File: config.mk
export PLATFORM = sky130hd
export DESIGN_NAME = cam_cfg_regs
export DESIGN_NICKNAME = d
export VERILOG_FILES = /design/src/hw/cam_pkg.sv /design/src/hw/cam_cfg_regs.sv
export VERILOG_INCLUDE_DIRS = /design/src /design/src/include
export SDC_FILE = /design/constraint.sdc
export NUM_CORES = 1
export LEC_CHECK = 0
export BUFFER_PORTS_ARGS = -buffer_cell sky130_fd_sc_hd__buf_2
export CAP_MARGIN = 0
export CORE_MARGIN = 5
export CORE_UTILIZATION = 47
export CTS_CLUSTER_SIZE = 16
export DETAILED_ROUTE_END_ITERATION = 10
export GPL_TIMING_DRIVEN = 1
export MAX_ROUTING_LAYER = met4
export PLACE_DENSITY = 0.79
export RECOVER_POWER = 100
export SYNTH_ARGS = -nofsm -noshare
export SYNTH_HDL_FRONTEND = slang
export SYNTH_SLANG_ARGS = --single-unit
File: constraint.sdc
create_clock -name clk -period 1.15 [get_ports clk]
set_input_delay 0.1725 -clock clk [delete_from_list [all_inputs] [get_ports clk]]
set_output_delay 0.1725 -clock clk [all_outputs]
set_load 0.01 [all_outputs]
File: src/include/cam_params.svh
`ifndef CAM_PARAMS_SVH
`define CAM_PARAMS_SVH

// frame geometry
`define CAM_ROWS 34
`define CAM_COLS 26
`define CAM_FRAME_BYTES 884

// one pass is 34 row slots plus 10 idle gaps
`define CAM_SLOTS 44

`define CAM_SYNC 8'h5A

// reset values of the config registers
`define CAM_DIV_DEFAULT 16'd16
`define CAM_PASS_DEFAULT 2'd3

// smallest divisor that still leaves a usable mid-bit point
`define CAM_DIV_MIN 16'd4

`endif

File: src/hw/cam_pkg.sv
`include "cam_params.svh"

package cam_pkg;

  // byte 0 of the row sits in bits [7:0]
  typedef logic [`CAM_COLS*8-1:0] row_word_t;

  typedef struct packed {
    logic [15:0] baud_div;  // clocks per bit
    logic [1:0]  passes;    // 1 to 3
  } cam_cfg_t;

  typedef struct packed {
    logic        addr;  // 0 divisor, 1 passes
    logic [15:0] data;
  } cfg_wr_t;

  typedef struct packed {
    logic        busy;       // frame streaming
    logic        row_valid;
    logic [1:0]  pass;
    logic [5:0]  row;
    row_word_t   data;
  } cam_row_t;

endpackage

File: src/hw/cam_cfg_regs.sv
`timescale 1ns/1ps
`include "cam_params.svh"

module cam_cfg_regs (
  input  logic               clk,
  input  logic               rst_n,
  input  logic               cfg_wr_en,
  input  cam_pkg::cfg_wr_t   cfg_wr,
  output cam_pkg::cam_cfg_t  cfg
);

  logic [15:0] div_q;
  logic [1:0]  pass_q;

  always_ff @(posedge clk or negedge rst_n) begin
    if (!rst_n) begin
      div_q  <= `CAM_DIV_DEFAULT;
      pass_q <= `CAM_PASS_DEFAULT;
    end else if (cfg_wr_en) begin
      if (cfg_wr.addr) begin
        pass_q <= (cfg_wr.data[1:0] == 2'd0) ? 2'd1 : cfg_wr.data[1:0];  // 0 means one pass
      end else begin
        div_q <= (cfg_wr.data < `CAM_DIV_MIN) ? `CAM_DIV_MIN : cfg_wr.data;
      end
    end
  end

  assign cfg.baud_div = div_q;
  assign cfg.passes   = pass_q;

  // the stream controller relies on at least one pass
  a_passes_nonzero: assert property (@(posedge clk) disable iff (!rst_n)
    pass_q != 2'd0);

endmodule

==> metrics.md <==
| Metric | Value |
|---|---|
| Remaining antenna violation count after routing | `0` |
| Most frequent cells after synthesis | `15 x dfrtp_1, 8 x mux2_2, 6 x mux2_4` |
| Grt total ovfl | `0` |
| P&R area growth vs syn | `24.6%` |
| Synthesized flop and latch total | `18` |
| Clock Skew | `0 ns` |
| Htree depth | `1` |
| RSZ-0062 raised after global routing | `false` |
| Ys async rst share | `1.00` |
| Post-DR wirelength/cell | `14.1 um` |
| Post-CTS setup buffers | `0` |
| Sequential area share after synthesis | `0.584` |
| Nets | `112` |
| # DRC | `0` |
| Die Width | `50.7 um` |
| Worst-Margin Slew | `0.423 ns` |
| Final min period | `1.11 ns` |
| GRT Overall Usage | `0.137` |
| Vias/cell | `5.08` |
| Post-synth top flop | `dfrtp_1` |
| Pwr Density | `1500 nW/um2` |
| Fin. max-slew vios | `0` |
| Share of cells above drive strength 1 | `0.418` |
| Crit path max-delay cell type | `dfstp_2` |
| Peak VDD IR | `0.000974 V` |
| Later-pin clock latency in the skew report | `0.28 ns` |
| Vias post-DR | `544` |
| Top cell type's share of synthesized area | `0.482` |
| Number of distinct library cells after synthesis | `17` |
| CTS tree | `built` |
| Detailed Routing Iterations Pass 1 | `4` |
| Diode count | `0` |
| I/O Pins | `38` |
| Clock root cell | `clkbuf_4` |
| Final hold viol count | `0` |
| Die ar. | `2570 um2` |
| TritonCTS Sinks | `18` |
| Worst Path Required | `0.98 ns` |
| Status | `complete, no violations` |
| Crit. End Element | `output port` |
| Setup TNS Final | `0 ns` |
| Post-synth EDFFs | `0` |
| Gate Count Post-Synth | `51` |
| Critical path fanouts, max | `2` |
| Initial Util | `0.505` |
| Initial antenna violation count | `0` |
| CP Launch Type | `flop` |
| Final setup violation count | `0` |
| IO Port Bufs | `37` |
| Cts bufs inserted | `3` |
| Placer Congestion | `0.763` |
| Finished Core Util | `0.629` |
| Fmax | `900 MHz` |
| Delay-heaviest family, CP | `flip-flops` |
| CTS clk-pin slew, worst paths | `0.10 ns` |
| Vias in the first global route | `614` |
| Initial DRC Count | `6` |
| Die H | `50.7 um` |
| Leading post-synthesis cells by cell area | `dfrtp_1 48%, mux2_2 12%, mux2_4 12%, dfstp_2 10%, buf_12 2.6%` |
| Worst Hold Class | `in -> reg` |
| Mean area per synthesized cell | `15.3 um2` |
| Cells along the critical path | `buf_2` |
| Cell Area, Synth | `778 um2` |
| Worst rel slew slack | `0.718` |
| Num rows | `14` |
| Synth warn | `0` |
| First-pass GRT wire length | `2.68 mm` |
| Worst stage delay on the critical path | `0.54 ns` |
| Leakage power | `0.459 nW` |
| Max Buffers Root-to-Sink | `2` |
| Setup CP Type | `reg -> out` |
| Largest net degree at the start of global routing | `19` |
| Crit path arrival time | `0.94 ns` |
| Synth area leader | `dfrtp_1` |
| Syn_nets | `71` |
| Most common cell in the netlist | `dfrtp_1` |
| Post-Route WL | `1.51 mm` |
| Fin crit share | `0.967` |
| Core box area | `1540 um2` |
| Max-cap violations | `0` |
| Worst path bufs/invs | `1` |
final cells by class:
| cell class | count | area, um2 |
|---|---|---|
| sequential | 18 | 454 |
| tap | 16 | 20.0 |
| inverter | 1 | 3.75 |
| clock buffer | 4 | 36.3 |
| timing repair buffer | 38 | 189 |
| fill | 140 | 572 |
| multi-input combinational | 30 | 267 |
registers in the layout (all words and copies together) (netlist names):
signal and cells:
pass_q 2, div_q 16
layout by cell type (no fill, tap or decap):
master and count:
mux2i_1 2, clkbuf_4 3, nor2_1 3, nand2_1 2, nand2b_4 1, clkbuf_1 15
o21ai_0 1, nor2b_1 1, nor4b_1 1, a211o_1 1, and4_1 1, clkbuf_2 1
inv_1 1, nor4_1 3, dfstp_2 3, buf_6 2, buf_2 19, dlygate4sd3_1 1
mux2_1 6, clkbuf_8 1, mux2_2 8, dfrtp_1 15
cells by family (layout without fill, tap and decap cells):
family	count (synthesis)	in the layout	share of synthesized area
buf+inv	3	43	0.0450
flops	18	18	0.584
mux	16	16	0.257
compound gates	2	2	0.0177
simple gates	12	12	0.0965
power breakdown:
| group | internal [mW] | total, mW | switching (mW) |
|---|---|---|---|
| clock network | 0.192 | 0.371 | 0.179 |
| registers | 0.736 | 0.784 | 0.0480 |
| logic | 0.147 | 0.298 | 0.151 |
| total | 1.07 | 1.45 | 0.378 |
path summary, 6_finish.rpt:
kind / start / cells past startpoint / slack, ns / to
setup / recovery: pass_q[1]$_DFFE_PN1P_ / 1 / 0.04 / cfg[1]
hold / removal: cfg_wr[14] / 2 / 0.12 / div_q[14]$_DFFE_PN0P_
min in group asynchronous: rst_n / 2 / 0.35 / div_q[5]$_DFFE_PN0P_
setup reg to reg: div_q[14]$_DFFE_PN0P_ / 1 / 0.35 / div_q[14]$_DFFE_PN0P_
hold reg to reg: pass_q[0]$_DFFE_PN1P_ / 2 / 0.49 / pass_q[0]$_DFFE_PN1P_
max in group asynchronous: rst_n / 2 / 0.47 / pass_q[1]$_DFFE_PN1P_
stage by stage:
step	instances	hold slack (ns)	total power [mW]	worst slack [ns]	instance area [um2]
finish	107	0.119	1.45	0.0383	970
floorplan	51	-0.123	0.976	0.188	778
detailed placement	102	0.116	1.14	0.0745	952
global placement	102	0.116	1.12	0.0957	952
CTS	107	0.123	1.51	0.0201	998
global route	107	0.0989	1.56	0.00716	970
per-layer routing:
metal  vias up  track usage  share of wire
li1        262            -              -
met1       265        0.165           0.39
met2        15        0.221           0.54
met3         2       0.0355          0.058
met4         0       0.0468         0.0066
met5         -            -              0
timing repair:
item | in CTS | in global routing
gates resized for setup | 0 | 2
hold buffers | 1 | 0
endpoints found under the hold margin | 15 | 0
endpoints found under the setup margin | 0 | 2
No activity file was read; power rests on OpenSTA's default activity.
