`src/include/cam_params.svh`:
```
`ifndef CAM_PARAMS_SVH
`define CAM_PARAMS_SVH

// frame geometry
`define CAM_ROWS 34
`define CAM_COLS 26
`define CAM_FRAME_BYTES 884

// one pass is 34 row slots plus 10 idle gaps
`define CAM_SLOTS 44

`define CAM_SYNC 8'h5A

// reset values of the config registers
`define CAM_DIV_DEFAULT 16'd16
`define CAM_PASS_DEFAULT 2'd3

// smallest divisor that still leaves a usable mid-bit point
`define CAM_DIV_MIN 16'd4

`endif

```
`src/hw/uart_rx.sv`:
```
`timescale 1ns/1ps
`include "cam_params.svh"

module uart_rx (
  input  logic        clk,
  input  logic        rst_n,
  input  logic        rx,
  input  logic [15:0] baud_div,
  output logic [7:0]  rx_byte,
  output logic        rx_strobe
);

  typedef enum logic [1:0] {S_IDLE, S_START, S_DATA, S_STOP} rx_state_t;

  rx_state_t   state;
  logic [2:0]  rx_sync;  // two sync flops plus one for edge history
  logic [15:0] div_q;    // divisor frozen for the whole byte
  logic [15:0] bit_cnt;
  logic [2:0]  bit_idx;
  logic [7:0]  shift;
  logic        rx_s;
  logic        start_edge;
  logic        half_done;
  logic        bit_done;

  assign rx_s       = rx_sync[1];
  assign start_edge = rx_sync[2] & ~rx_sync[1];
  assign half_done  = bit_cnt == ({1'b0, div_q[15:1]} - 16'd1);
  assign bit_done   = bit_cnt == (div_q - 16'd1);

  always_ff @(posedge clk or negedge rst_n) begin
    if (!rst_n) begin
      rx_sync <= 3'b111;  // line idles high
    end else begin
      rx_sync <= {rx_sync[1:0], rx};
    end
  end

  always_ff @(posedge clk or negedge rst_n) begin
    if (!rst_n) begin
      state     <= S_IDLE;
      div_q     <= `CAM_DIV_DEFAULT;
      bit_cnt   <= 16'd0;
      bit_idx   <= 3'd0;
      rx_strobe <= 1'b0;
    end else begin
      rx_strobe <= 1'b0;
      case (state)
        S_IDLE: begin
          if (start_edge) begin
            div_q   <= baud_div;  // new divisor only applies here
            bit_cnt <= 16'd0;
            state   <= S_START;
          end
        end
        S_START: begin
          if (half_done) begin
            bit_cnt <= 16'd0;
            bit_idx <= 3'd0;
            state   <= rx_s ? S_IDLE : S_DATA;  // high at mid-bit was a glitch
          end else begin
            bit_cnt <= bit_cnt + 16'd1;
          end
        end
        S_DATA: begin
          if (bit_done) begin
            bit_cnt <= 16'd0;
            bit_idx <= bit_idx + 3'd1;
            if (bit_idx == 3'd7) begin
              state <= S_STOP;
            end
          end else begin
            bit_cnt <= bit_cnt + 16'd1;
          end
        end
        S_STOP: begin
          if (bit_done) begin
            state     <= S_IDLE;
            rx_strobe <= rx_s;  // low stop bit drops the byte
          end else begin
            bit_cnt <= bit_cnt + 16'd1;
          end
        end
        default: state <= S_IDLE;
      endcase
    end
  end

  always_ff @(posedge clk) begin
    if (state == S_DATA && bit_done) begin
      shift <= {rx_s, shift[7:1]};  // lsb first
    end
    if (state == S_STOP && bit_done && rx_s) begin
      rx_byte <= shift;
    end
  end

  a_strobe_single: assert property (@(posedge clk) disable iff (!rst_n)
    rx_strobe |=> !rx_strobe);

endmodule

```
`config.mk`:
```
export PLATFORM = sky130hd
export DESIGN_NAME = uart_rx
export DESIGN_NICKNAME = d
export VERILOG_FILES = /design/src/hw/uart_rx.sv
export VERILOG_INCLUDE_DIRS = /design/src /design/src/include
export SDC_FILE = /design/constraint.sdc
export NUM_CORES = 1
export LEC_CHECK = 0
export BUFFER_PORTS_ARGS = -buffer_cell sky130_fd_sc_hd__clkbuf_2
export CORE_ASPECT_RATIO = 0.6
export CORE_MARGIN = 4
export CORE_UTILIZATION = 35
export CTS_CLUSTER_SIZE = 25
export DETAILED_ROUTE_END_ITERATION = 16
export SETUP_SLACK_MARGIN = 0.4
export SYNTH_ARGS = -nofsm -noshare
export SYNTH_HDL_FRONTEND = slang
export SYNTH_SLANG_ARGS = --single-unit
```
`constraint.sdc`:
```
create_clock -name clk -period 3.85 [get_ports clk]
set_input_delay 0.9625 -clock clk [delete_from_list [all_inputs] [get_ports clk]]
set_output_delay 0.9625 -clock clk [all_outputs]
set_load 0.05 [all_outputs]
```
==> run metrics, run 1 <==
status finished clean; IO Pins 28; P&R area growth vs syn 16.15%; Routed WL 8392 µm; Yosys cell types 62; most frequent cells in the layout dfrtp_1, nand2_1, clkbuf_2; Synth area leader dfrtp_1; Largest stage delay, worst path between 400 and 500 ps; Avg WL per Cell 16.49 µm; Clock power frac 38.9%; Iteration-0 DRC Markers ~240; CP top delay family simple AND/OR/NAND/NOR gates; first-pass iteration count of the detailed router 5; Hold Path Depth 0; Min-Delay Endpoint rx_sync[1]; Peak VDD IR 281.0 µV; CP Capture Type flip-flop; total power draw 2002 µW; net switching power 634.5 µW; RSZ-0062 raised after global routing false; worst slew pin tran between 700 and 800 ps; die height 85.47 µm; worst clock skew approximately 6.6 ps; critical path cell sequence inv_1 > ha_1 > or3b_4 > o41ai_2 > o221ai_1 > nor4_2 > nand4_2 > a22o_4 > buf_4 > a21oi_1 > mux2i_1; required time of the critical path 4050 ps; FF-to-FF Start div_q[2]; GR Util All Layers around 15%; syn nets ~380; Max Slew Vio Count 0; hold_sp rx_sync[0]; CTS buffer count 9; R2R depth 11; H-tree Lvls 3; Final ANT Viol Nets 0; Worst Setup Start Kind flip-flop; die width 137.1 µm; post-layout min period 3264 ps; leakage power 0.001652 µW; Placer Congestion 0.9328; clk_lat worst skew around 330 ps; relative slew slack roughly 52%; Final Hold Violating Endpoints 0; initial antenna violation count 0; Longest Clk Path Bufs 2; largest net degree at the start of global routing 26; dpl hpwl about 6400 µm; commonest non-fill, non-tap cell in the layout dfrtp_1; cell area after synthesis between 3000 and 4000 µm²; Post-Syn Instances 357; # port buffers 27; Post-Syn Area per Cell 9.806 µm²; row count 27; first-pass GRT wire length 13570 µm; Core ar. 9459 µm²; crit share post-route between 80% and 90%; Sw Share 31.70%; PwrDens 492.3 nW/µm²; Comb pwr share 21.8%; final setup fails 0; CTS clock-pin slew for the worst setup and hold paths 50 ps; fmax 306.4 MHz; Post-synth EDFFs 16; clock tree from TritonCTS yes; setup tns final 0 ps; critical path type flip-flop to flip-flop; n_diodes 0; Buf/Inv on CP 2; vias in the first global route 2528; worst-path maximum fanout 17; post-synthesis async set-or-reset flop share 71.93%; vias per cell around 5.5; share of cells above drive strength 1 23.48%; CTS Root Cell clkbuf_16; Cell Int Power 1367 µW; top area cells in the synthesized netlist dfrtp_1, edfxtp_1, mux2_2; Final Instance Area 4066 µm²; post-synthesis register bit count 57; cts hold-fix bufs 0; Hold/Removal Path Class flip-flop to flip-flop; Yosys warnings 0; share of power burned in registers 39.3%; Remaining DRCs 0; dominant synthesized flop cell dfrtp_1; reg2reg end bit_cnt[2]; Initial Util between 30% and 40%; number of nets in the layout between 300 and 400; post-synthesis sequential area ratio 43.17%; die area approximately 12000 µm²; grt ovf 0; Vias ~2800; clock net sink count 57; Crit path arrival time ~3500 ps; Placement Cell Area 3739 µm²; Critical Path Slowest Stage Cell dfrtp_1; top-area cell type share of the netlist area 26.45%; reg-to-reg setup timing slack 590 ps; max-cap viol count 0
## area by class of cell
| cell class | instances | area (µm²) |
|---|---|---|
| Clock buffer | 9 | 225.2 |
| Sequential cell | 57 | 1511 |
| Multi-Input combinational cell | 257 | 1829 |
| Inverter | 12 | 45.04 |
| Timing Repair Buffer | 37 | 222.7 |
| Clock inverter | 7 | 70.07 |
| Fill cell | 902 | 5393 |
| Tap cell | 130 | 162.7 |
## registers in the layout (all words and copies together), names as in the netlist, named ones only
register   cells
shift          8
div_q         16
rx_strobe      1
rx_byte        8
state          1
rx_sync        3
bit_idx        3
bit_cnt       16
## repair_timing
action                     CTS  global route
setup endpoints to repair    0            25
resized for setup            0             5
setup buffers                0             1
## worst max-delay path by stage
stage	start	endpoint	slack, ps	cells after the start
6_report	div_q[2]	bit_cnt[2]	590	11
5_1_grt	div_q[2]	bit_cnt[4]	420	11
2_1_floorplan	div_q[1]	bit_idx[1]	730	10
4_1_cts	div_q[1]	rx_byte[5]	420	9
3_3_place_gp	div_q[1]	bit_cnt[2]	520	11
3_5_place_dp	div_q[1]	rx_byte[0]	440	9
## layer usage
metal	track usage [%]	share of wire, %	vias to the layer above
met4	3.895	0.69	0
li1	-	-	1332
met5	0	0	-
met2	18.90	39	103
met3	5.509	9.2	6
met1	24.03	51	1343
## metrics by stage
stage / hold WS, ps / std cells / util (%) / setup slack [ps]
2_1_floorplan: 345.2 / 357 / - / 727.4
3_3_place_gp: 345.7 / 492 / 39.52 / 524.7
3_5_place_dp: 346.8 / 492 / 39.52 / 443.8
4_1_cts: 354.1 / 508 / 42.65 / 419.6
5_1_grt: 359.0 / 509 / 42.99 / 415.8
6_report: 353.2 / 509 / 42.99 / 585.9
## cells in the mapped netlist (3+ instances only)
cell and n:
nor2b_1 5, a21oi_1 10, edfxtp_1 16, nor2_1 17, a22o_1 3, and3_1 8
ha_1 5, nand4_1 5, nor3_1 13, xor2_1 17, mux2_2 15, nand3b_1 7
nand3_1 21, dfrtp_1 37, inv_1 12, buf_2 7, o21ai_1 5, o21ai_0 13
dfstp_2 4, xnor2_1 19, nand2_1 29, nor4_1 8, and4_1 3, clkbuf_1 22
o211ai_1 4, a31oi_1 3, o21a_1 3, mux2i_1 4
## power by group through the flow
stage | Combinational, µW | Sequential, µW | Clock, µW
after detailed placement | 422 | 795 | 0
after CTS | 425 | 784 | 801
after global routing | 478 | 796 | 830
final | 437 | 786 | 778
after floorplan | 389 | 710 | 0
after global placement | 423 | 794 | 0
## cells by family after synthesis
group	count (synthesis)	share of synthesized area, %
and+or+nand+nor	136	22.77
AOI/OAI and AO/OA	61	12.22
DFF	57	43.17
buffers and inverters	43	5.075
xor gates and xnor gates	36	9.006
muxes	19	5.969
adders and majority gates	5	1.787
No activity file was read; power rests on OpenSTA's default activity.
==> run 2: changes to the inputs <==
Clock period 3.85 ns to 3.35 ns, I/O delays scaled along.
==> run 2 against run 1 <==
Compared with the run above: sequential share of layout area fell by 1.9 points; highest routed layer unchanged; first-iteration DRC count did not move; worst hold slack improved by 1.8 ps; routed wire length rose by 9.1%; critical path type unchanged; power rose by 18%; clock skew rose by 4.5 ps; final cell count rose by 2.8%; sequential power rose by 16%; via count rose by 3.3%.
==> run metrics, run 2 (synthesis gave the netlist of run 1 again) <==
critical path type flip-flop to flip-flop; max-cap viol count 0; fin cells 523; CTS Root Cell clkbuf_16; Avg WL per Cell between 15 and 20 µm; die height 85.47 µm; status finished clean; H-tree Lvls 3; Register Area 1515 µm²; clock tree from TritonCTS yes; Initial Util 37.01%; n_diodes 0; Remaining DRCs 0; Final Hold Violating Endpoints 0; vias per cell 5.501; CP Capture Type flip-flop; clock net sink count 57; GR Util All Layers 16.17%; share of power burned in registers between 30% and 40%; fmax 342.8 MHz; IO Pins 28; Inst Count DP approximately 500; dpl hpwl around 6400 µm; hold_sp rx_sync[0]; # port buffers 27; post-layout min period 2917 ps; reg2reg end bit_cnt[12]; Top Registers bit_cnt (16), div_q (16); worst clock skew 11.07 ps; fill count 922; reg-to-reg setup timing slack 430 ps; setup tns final 0 ps; vias in the first global route approximately 2600; Sw Share 34.27%; Comb pwr share 25.8%; number of nets in the layout 412; net switching power 807.3 µW; clk_lat worst skew roughly 340 ps; PwrDens 548.8 nW/µm²; Min-Delay Endpoint rx_sync[1]; initial antenna violation count 0; final setup fails 0; share of cells above drive strength 1 30.28%; required time of the critical path 3570 ps; worst-path maximum fanout 10; largest net degree at the start of global routing 42; Clock power frac 35.6%; total power draw roughly 2400 µW; Hold Path Depth 0; P&R area growth vs syn 22.59%; leakage power about 0.0018 µW; Longest Clk Path Bufs 2; first-pass GRT wire length ~14000 µm; commonest non-fill, non-tap cell in the layout dfrtp_1; Crit path arrival time about 3100 ps; Cell Int Power 1548 µW; most frequent cells in the layout dfrtp_1, nand2_1, clkbuf_2; CTS buffer count 9; row count 27; Core ar. 9459 µm²; Vias 2877; Hold/Removal Path Class flip-flop to flip-flop; crit share post-route 87.09%; die area about 12000 µm²; Peak VDD IR 303.4 µV; Iteration-0 DRC Markers 243; Routed WL 9157 µm; multi-input logic area about 2000 µm²; worst slew pin tran around 1100 ps; Final ANT Viol Nets 0; die width between 100 and 150 µm; first-pass iteration count of the detailed router 5; Worst Setup Start Kind flip-flop; RSZ-0062 raised after global routing true; CTS clock-pin slew for the worst setup and hold paths roughly 50 ps; R2R depth 9; FF-to-FF Start div_q[12]; relative slew slack between 20 and 30%; grt ovf 0; Max Slew Vio Count 0; hold slack 355.0 ps; Placer Congestion roughly 0.93
run 2: worst max-delay path by stage:
stage	cells after the start	end	start	slack, ps
after floorplan	10	bit_idx[1]	div_q[1]	400
after global placement	9	bit_cnt[2]	div_q[3]	70
after detailed placement	9	bit_cnt[2]	div_q[3]	70
after CTS	9	bit_cnt[2]	div_q[3]	410
after global routing	10	bit_cnt[12]	div_q[2]	310
final	9	bit_cnt[12]	div_q[12]	430
run 2: area by class of cell:
class / count / share of cell area, %
inverter: 12 / 1.050
clock buffer: 9 / 5.248
sequential: 57 / 35.31
multi-input combinational: 257 / 45.54
clock inverter: 7 / 1.108
timing repair buffer: 51 / 7.959
tap: 130 / 3.790
run 2: critical path, stage by stage (launching register included):
cell and delay (ps):
dfrtp_1 490, nor4_1 750, nand4_1 170, o211ai_1 140, o2111a_1 260, nand4_1 220, a22o_4 330, buf_6 120
a21o_1 140, a22o_1 170
run 2: layer usage:
layer | vias up | track usage, % | share of wire (%)
met5 | - | 0 | 0
met4 | 0 | 4.257 | 1.2
met3 | 12 | 9.242 | 12
met2 | 122 | 19.34 | 39
met1 | 1380 | 24.00 | 48
li1 | 1363 | - | -
run 2: repair_timing:
item	in CTS	in global routing
endpoints found under the setup margin	36	36
setup buffers	1	7
pin swaps	4	8
gates cloned	0	1
resized for setup	15	21
hold buffers	0	0
run 2: per-stage QoR:
| step | cell area, µm² | setup slack [ps] | utilization, % |
|---|---|---|---|
| 2_1_floorplan | 3507 | 404.0 | - |
| 3_3_place_gp | 3790 | 69.83 | 40.07 |
| 3_5_place_dp | 3790 | 67.79 | 40.07 |
| 4_1_cts | 4144 | 405.4 | 43.81 |
| 5_1_grt | 4292 | 314.5 | 45.37 |
| 6_report | 4292 | 432.6 | 45.37 |
run 2: power groups by stage:
stage          Clock (µW)  Combinational (µW)  Sequential (µW)
3_3_place_gp            0                 497              914
2_1_floorplan           0                 447              816
4_1_cts               867                 534              907
6_report              839                 607              910
5_1_grt               894                 659              921
3_5_place_dp            0                 505              914
