===== src/include/cam_params.svh =====
`ifndef CAM_PARAMS_SVH
`define CAM_PARAMS_SVH

// frame geometry
`define CAM_ROWS 34
`define CAM_COLS 26
`define CAM_FRAME_BYTES 884

// one pass is 34 row slots plus 10 idle gaps
`define CAM_SLOTS 44

`define CAM_SYNC 8'h5A

// reset values of the config registers
`define CAM_DIV_DEFAULT 16'd16
`define CAM_PASS_DEFAULT 2'd3

// smallest divisor that still leaves a usable mid-bit point
`define CAM_DIV_MIN 16'd4

`endif


===== src/hw/cam_pkg.sv =====
`include "cam_params.svh"

package cam_pkg;

  // byte 0 of the row sits in bits [7:0]
  typedef logic [`CAM_COLS*8-1:0] row_word_t;

  typedef struct packed {
    logic [15:0] baud_div;  // clocks per bit
    logic [1:0]  passes;    // 1 to 3
  } cam_cfg_t;

  typedef struct packed {
    logic        addr;  // 0 divisor, 1 passes
    logic [15:0] data;
  } cfg_wr_t;

  typedef struct packed {
    logic        busy;       // frame streaming
    logic        row_valid;
    logic [1:0]  pass;
    logic [5:0]  row;
    row_word_t   data;
  } cam_row_t;

endpackage


===== src/hw/cam_in.sv =====
`timescale 1ns/1ps
`include "cam_params.svh"

module cam_in (
  input  logic                clk,
  input  logic                rst_n,
  input  logic [7:0]          rx_byte,
  input  logic                rx_strobe,
  input  logic [1:0]          passes,
  output logic                wr_en,
  output logic [9:0]          wr_addr,
  output logic [7:0]          wr_data,
  output logic [5:0]          rd_row,
  input  cam_pkg::row_word_t  rd_data,
  output cam_pkg::cam_row_t   cam_out
);

  typedef enum logic [1:0] {ST_IDLE, ST_CAPTURE, ST_STREAM} ctl_state_t;

  ctl_state_t state;
  logic [7:0] prev_byte;
  logic [9:0] byte_cnt;
  logic [5:0] slot;      // slot whose row is being read
  logic [1:0] pass;
  logic [1:0] pass_lim;  // pass count latched per frame
  logic       sync_hit;
  logic       last_byte;
  logic       issue;
  logic       last_slot;
  logic       s1_busy;
  logic       s1_valid;
  logic [1:0] s1_pass;
  logic [5:0] s1_row;

  assign sync_hit  = rx_strobe && rx_byte == `CAM_SYNC && prev_byte == `CAM_SYNC;
  assign wr_en     = (state == ST_CAPTURE) && rx_strobe;
  assign wr_addr   = byte_cnt;
  assign wr_data   = rx_byte;
  assign last_byte = wr_en && byte_cnt == 10'(`CAM_FRAME_BYTES - 1);

  // slot 0 is read on the same edge that stores the last byte
  assign issue     = last_byte || state == ST_STREAM;
  assign last_slot = slot == 6'(`CAM_SLOTS - 1) && pass == pass_lim - 2'd1;
  assign rd_row    = (slot < 6'(`CAM_ROWS)) ? slot : 6'd0;

  always_ff @(posedge clk or negedge rst_n) begin
    if (!rst_n) begin
      state     <= ST_IDLE;
      prev_byte <= 8'd0;
      byte_cnt  <= 10'd0;
      slot      <= 6'd0;
      pass      <= 2'd0;
      pass_lim  <= 2'd1;
    end else begin
      case (state)
        ST_IDLE: begin
          if (rx_strobe) begin
            prev_byte <= rx_byte;
          end
          if (sync_hit) begin
            state    <= ST_CAPTURE;  // sync pair itself is not stored
            byte_cnt <= 10'd0;
          end
        end
        ST_CAPTURE: begin
          if (wr_en) begin
            byte_cnt <= byte_cnt + 10'd1;
            if (last_byte) begin
              state    <= ST_STREAM;
              slot     <= 6'd1;
              pass     <= 2'd0;
              pass_lim <= passes;
            end
          end
        end
        ST_STREAM: begin
          if (last_slot) begin
            state     <= ST_IDLE;
            slot      <= 6'd0;
            pass      <= 2'd0;
            prev_byte <= 8'd0;  // sync search starts clean
          end else if (slot == 6'(`CAM_SLOTS - 1)) begin
            slot <= 6'd0;
            pass <= pass + 2'd1;
          end else begin
            slot <= slot + 6'd1;
          end
        end
        default: state <= ST_IDLE;
      endcase
    end
  end

  // stage 1 lines up with rd_data, stage 2 is the output register
  always_ff @(posedge clk or negedge rst_n) begin
    if (!rst_n) begin
      s1_busy  <= 1'b0;
      s1_valid <= 1'b0;
      s1_pass  <= 2'd0;
      s1_row   <= 6'd0;
      cam_out  <= '0;
    end else begin
      s1_busy           <= issue;
      s1_valid          <= issue && slot < 6'(`CAM_ROWS);
      s1_pass           <= pass;
      s1_row            <= slot;
      cam_out.busy      <= s1_busy;
      cam_out.row_valid <= s1_valid;
      cam_out.pass      <= s1_busy ? s1_pass : 2'd0;
      cam_out.row       <= s1_valid ? s1_row : 6'd0;
      cam_out.data      <= s1_valid ? rd_data : '0;  // gaps carry zero
    end
  end

  a_wr_addr_range: assert property (@(posedge clk) disable iff (!rst_n)
    wr_en |-> wr_addr < 10'(`CAM_FRAME_BYTES));

  a_valid_in_busy: assert property (@(posedge clk) disable iff (!rst_n)
    cam_out.row_valid |-> cam_out.busy);

endmodule


===== config.mk =====
export PLATFORM = sky130hd
export DESIGN_NAME = cam_in
export DESIGN_NICKNAME = d
export VERILOG_FILES = /design/src/hw/cam_pkg.sv /design/src/hw/cam_in.sv
export VERILOG_INCLUDE_DIRS = /design/src /design/src/include
export SDC_FILE = /design/constraint.sdc
export NUM_CORES = 1
export LEC_CHECK = 0
export BUFFER_PORTS_ARGS = -buffer_cell sky130_fd_sc_hd__clkbuf_2
export CAP_MARGIN = 25
export CORE_AREA = 2 2 181 183
export DETAILED_ROUTE_END_ITERATION = 12
export DIE_AREA = 0 0 183 185
export PLACE_DENSITY = 0.54
export SETUP_SLACK_MARGIN = 0.1
export SLEW_MARGIN = 20
export SYNTH_ARGS = -nofsm -noshare
export SYNTH_HDL_FRONTEND = slang
export SYNTH_SLANG_ARGS = --single-unit

===== constraint.sdc =====
create_clock -name clk -period 5 [get_ports clk]
set_input_delay 1 -clock clk [delete_from_list [all_inputs] [get_ports clk]]
set_output_delay 1 -clock clk [all_outputs]
set_load 0.005 [all_outputs]

==> results of run 1 <==
[worst paths after layout]
path | from | end
setup / recovery | state[1] | wr_en
hold / removal | s1_busy | cam_out[217]
setup reg to reg | state[1] | pass[1]
hold reg to reg | s1_busy | cam_out[217]
max in group asynchronous | rst_n | cam_out[178]
min in group asynchronous | rst_n | cam_out[92]
[cells by family (layout without fill, tap and decap cells)]
family                   count (synthesis)  in the layout  share of synthesized area [%]
flip-flops                             258            258                           71.3
adder cells (fa/ha/maj)                  5              5                          0.691
AND/OR/NAND/NOR                        294            294                           20.1
multiplexers                             5              5                          0.580
buffers and inverters                   54            538                           2.75
XOR/XNOR                                 3              3                          0.290
AO/OA/AOI/OAI                           56             56                           4.32
other                                    0              2                              0
[layout make-up]
type / count / area [um^2] / share of cell area (%)
flip-flops and latches: 258 / 6460 / 50.9
repair buffers: 468 / 2380 / 18.7
multi-input cells: 363 / 2350 / 18.5
clock buffers: 42 / 826 / 6.51
well taps: 408 / 510 / 4.03
clock inverters: 13 / 93.8 / 0.740
inverters: 15 / 56.3 / 0.444
diodes: 2 / 5.00 / 0.0395
[routing by layer]
metal / wire, um / track usage (%) / vias to the layer above
met3: 2370 / 4.56 / 42
met5: 0 / 0 / -
li1: - / - / 3085
met1: 10300 / 18.0 / 3152
met2: 12500 / 24.2 / 285
met4: 739 / 4.93 / 0
[cell usage in the layout, fill, tap and decap left out, types with 2 or more instances in the layout]
master and n:
nand3_1 6, nand4b_2 2, o21ai_0 2, diode_2 2
mux2i_1 3, xor2_1 3, or3_1 4, mux2_1 2
clkbuf_8 3, clkbuf_2 462, and3_1 7, o21bai_1 2
nor4bb_1 2, a22o_1 2, nand4_1 4, o31ai_1 8
nor3b_1 2, clkbuf_1 9, a221o_1 2, nor3_1 4
a21oi_1 10, a21o_1 2, clkinv_2 7, and2_1 216
buf_4 4, clkbuf_16 30, dfrtp_1 256, nor2_1 14
o21ai_1 15, clkinv_4 3, nand2_1 15, inv_1 15
ha_1 5, nor2b_1 8
[synthesized netlist by cell type, drive strengths merged (3+ instances only)]
master    n
dfrtp   257
and3      7
and2    216
o31ai     9
xor2      3
nor2     14
ha        5
nand3     7
nand2    16
o21ai    17
or3       4
buf      12
nand4     4
a21oi    11
nor3      5
clkbuf   27
mux2i     3
inv      15
nor2b     8
[flip-flops by register name, indices dropped and copies added (netlist names)]
register   cells
cam_out      218
s1_row         6
state          2
pass_lim       2
s1_pass        2
s1_busy        1
pass           2
slot           6
prev_byte      8
s1_valid       1
wr_addr       10
[through the flow]
stage	setup WS, ns	std cells	total power [uW]	util [%]
floorplan	2.71	675	2160	-
global placement	2.41	1511	2290	36.7
detailed placement	2.31	1512	2290	36.7
CTS	2.06	1567	4350	39.6
global route	1.92	1568	4450	39.6
finish	2.09	1569	4260	39.6
[power by group through the flow]
stage               Combinational [uW]  Sequential [uW]  Clock (uW)
finish                             146             2100        2020
detailed placement                 151             2140           0
global route                       168             2100        2180
CTS                                152             2100        2100
global placement                   150             2140           0
floorplan                         19.7             2140           0
==> results.cfg, run 1 <==
[global_routing]
antenna_found_initial = 2
grt_max_degree = 105
grtUsageTotal_pct = 14.6
grt_pass1_wl_um = 38400
grt_pass1_vias = 6690
overflow = 0

[power_and_ir_drop]
power_switching_uw = 939
p_leak_uw = 0.00718
intPower_uw = 3320
p_per_area_nw_per_um2 = 336
power_frac_comb_pct = 3.4
ir_drop_uv = 229
p_seq_share_pct = 49.3
p_sw_share_pct = 22.0
clock_power_share_pct = 47.3

[route]
vias = 6564
wl_per_cell_um = 16.5
ant_nets = 0
wirelength_um = 25900
vias_per_cell = 4.18
drt_first_iter_violations = 270
drtPass1Iterations = 4
drc_errors = 0

[sta]
hold_slack_ns = 0.391
tightest_slew_ns = 0.798
setup_viol = 0
finalCritPeriodShare_pct = 58.2
hold_violations = 0
finalClockSkew_ns = 0.00776
slew_headroom_pct = 46.8
slew_violations = 0
rsz0062_at_grt = no
fmax_mhz = 343
setup_tns_ns = 0
min_period_ns = 2.91

[worst_setup_path]
path_buf_inv = 3
crit_type = reg -> out
crit_path_end_kind = output pin
cp.depth = 5
critPathMaxFanout = 12
cpMaxStageDelayCell = ha_1
startpoint_type = register
slowest_delay_ns = 0.50
cp_data_arrival_time_ns = 1.91
path_cells = inv_1 -> ha_1 -> nand2_2 -> inv_1 -> clkbuf_2
rrSetupSlack_ns = 2.71
critPathRequiredTime_ns = 4.00
worst_path_most_repeated_cell = inv_1
reg2reg_depth = 7
cpLargestDelayFamily = adder cells

[worst_hold_path]
worstHoldPathCells = 0
hp-class = reg -> reg

[place]
gp_congestion = 0.743
placed_cell_area_um2 = 11800
port_buffers = 463
hpwl_um = 19200

[cells_and_area]
stdcell_area_um2 = 12700
layout.nets = 1362
area_growth_pct = 40.0
fillerInstances = 3200
drive_gt1_share_pct = 45.6

[floorplan]
initial_core_util_pct = 28.3
die_w_um = 183
core_um2 = 32000
die-area_um2 = 33900
placementRows = 66
ioPinCount = 464
die_height_um = 185

[outcome]
status = complete, no violations

[synth]
synth_top_cell_by_area = dfrtp_1
synth_top_cell_area_share_pct = 71.0
synth_seq_area_share_pct = 71.3
async_flop_share_pct = 100
synth_cell_types = 54
syn_area_um2 = 9060
syn_inst = 675
yosysWarnings = 0
synth.area.top_cells = dfrtp_1 71%, and2_1 15%, clkbuf_1 1.1%
synth.avg_cell_area_um2 = 13.4
synth_seq_cells = 258
synth-main-ff-cell = dfrtp_1
synthesis.nets = 901
synth_edf_count = 0

[clocking]
cts_tree = yes
numCtsBuffers = 30
holdBufCountCts = 0
clkTransAtPathRegs_ns = 0.06
htreeDepth = 1
post_cts_buffers = 0
cts-resized-gates = 0
cts_sinks = 258
insertion_delay_ns = 0.55
root_buffer = clkbuf_16
clk_path_buf_depth = 3

[run]
drv_cap = 0
No activity file was read; power rests on OpenSTA's default activity.
==> inputs of run 2 (changes only) <==
ABC_AREA = 1   (was not set)
CORE_AREA = 2 2 179 181   (was 2 2 181 183)
DIE_AREA = 0 0 181 183   (was 0 0 183 185)
PLACE_DENSITY = 0.57   (was 0.54)
clock period = 3.05 ns   (was 5 ns; I/O delays follow)
==> results.cfg, run 2 <==
[sta]
setup_tns_ns = 0
finalClockSkew_ns = 0.0188
slew_violations = 0
finalCritPeriodShare_pct = 82.1
hold_violations = 0
setup_viol = 0
fmax_mhz = 399
tightest_slew_ns = 0.685
slew_headroom_pct = 54.3
rsz0062_at_grt = no
min_period_ns = 2.50

[clocking]
clkTransAtPathRegs_ns = 0.06
cts-resized-gates = 0
cts_sinks = 258
post_cts_buffers = 0
holdBufCountCts = 0
htreeDepth = 1
insertion_delay_ns = 0.54
cts_tree = yes
clk_path_buf_depth = 3
numCtsBuffers = 29
root_buffer = clkbuf_16

[place]
hpwl_um = 20300
placed_cell_area_um2 = 12200
port_buffers = 463
gp_congestion = 0.800

[synth]
synth.area.top_cells = dfrtp_1 68%, nand2_1 12%, inv_1 9.7%
synth_most_common_cell = nand2_1
async_flop_share_pct = 100
synth_seq_cells = 258
synth-main-ff-cell = dfrtp_1
syn_inst = 957
syn_area_um2 = 9420
synth_top_cell_by_area = dfrtp_1
synth.avg_cell_area_um2 = 9.84
yosysWarnings = 0
synth_commonest_cells = 297 x nand2_1, 257 x dfrtp_1, 243 x inv_1
synth_edf_count = 0
synthesis.nets = 1183
synth_cell_types = 31
synth_seq_area_share_pct = 68.6
synth_top_cell_area_share_pct = 68.3

[worst_setup_path]
critPathMaxFanout = 6
cp_data_arrival_time_ns = 1.89
crit_path_end_kind = output pin
startpoint_type = register
crit_type = reg -> out
critPathRequiredTime_ns = 2.44

[route]
wirelength_um = 26700
vias_per_cell = 3.97
drtPass1Iterations = 7
drt_first_iter_violations = 264
ant_nets = 0
wl_per_cell_um = 14.5
drc_errors = 0
vias = 7310

[global_routing]
grt_max_degree = 80
antenna_found_initial = 1
grtUsageTotal_pct = 15.7
grt_pass1_wl_um = 40800
overflow = 0
grt_pass1_vias = 7470

[power_and_ir_drop]
ir_drop_uv = 395
power_frac_comb_pct = 22.3
p_leak_uw = 0.00887
power_switching_uw = 3100
p_per_area_nw_per_um2 = 760
p_sw_share_pct = 31.2
clock_power_share_pct = 33.4
p_seq_share_pct = 44.3
intPower_uw = 6830

[cells_and_area]
layout.nets = 1646
stdcell_area_um2 = 13100
top_register = cam_out
drive_gt1_share_pct = 37.8
largest_reg_flops = 218
mostFrequentLayoutCell = clkbuf_2
layout_common_cells = 462 x clkbuf_2, 297 x nand2_1, 256 x dfrtp_1
area_growth_pct = 38.8

[floorplan]
placementRows = 65
die_w_um = 181
die_height_um = 183
core_um2 = 31200
ioPinCount = 464
initial_core_util_pct = 30.1
die-area_um2 = 33100

[run]
drv_cap = 0

[outcome]
status = complete, no violations

[worst_hold_path]
hp-class = in -> async
## run 2: critical path, stage by stage, from the launching register on
cell      delay [ns]
dfrtp_1         0.40
inv_1           0.10
a31oi_1         0.52
nor2_1          0.17
clkbuf_2        0.16
## run 2: power by group through the flow
stage | clock network, uW | registers (uW) | logic, uW
floorplan | 0 | 4410 | 1150
global placement | 0 | 4460 | 2240
detailed placement | 0 | 4470 | 2270
CTS | 3440 | 4420 | 2270
global route | 3590 | 4480 | 2550
finish | 3320 | 4400 | 2210
## run 2: layout make-up
type / instances / area [um^2]
fill: 3137 / 18200
sequential: 258 / 6460
timing repair buffer: 469 / 2430
multi-input combinational: 414 / 1830
inverter: 248 / 931
clock buffer: 37 / 786
tap: 402 / 503
clock inverter: 14 / 124
antenna: 1 / 2.50
## run 2: per-stage QoR
step / power (uW) / hold slack (ns) / std cells / setup WS (ns) / util, %
finish: 9930 / 0.0150 / 1843 / 0.546 / 41.8
global route: 10600 / 0.0494 / 1843 / 0.356 / 41.8
CTS: 10100 / 0.0228 / 1842 / 0.511 / 41.8
detailed placement: 6740 / 0.409 / 1791 / 1.10 / 38.9
global placement: 6700 / 0.395 / 1791 / 1.10 / 38.9
floorplan: 5560 / 0.314 / 957 / 1.51 / -
## run 2: cells by family after synthesis
family / Yosys count / synth area share [%]
AOI/OAI and AO/OA: 27 / 1.87
xor gates and xnor gates: 7 / 0.651
adders and majority gates: 5 / 0.664
buffers and inverters: 285 / 12.0
DFF: 258 / 68.6
and+or+nand+nor: 375 / 16.2
## run 2: path summary, 6_finish.rpt
kind                         startpoint            to  slack [ns]  depth (start not counted)
max                             slot[3]     rd_row[0]        0.55                          4
min                               rst_n  cam_out[100]        0.01                          1
max reg2reg                    state[0]  prev_byte[7]        1.10                          7
min reg2reg                     s1_busy  cam_out[217]        0.43                          0
max in group asynchronous         rst_n   cam_out[75]        2.19                          2
min in group clk           rd_data[132]  cam_out[132]        0.25                          3
## run 2: layer usage
layer	wire (um)	part of all wire (%)	track usage (%)
met1	10400	39	18.7
met2	13100	49	27.3
met3	2380	8.9	4.90
met4	764	2.9	4.75
met5	0	0	0
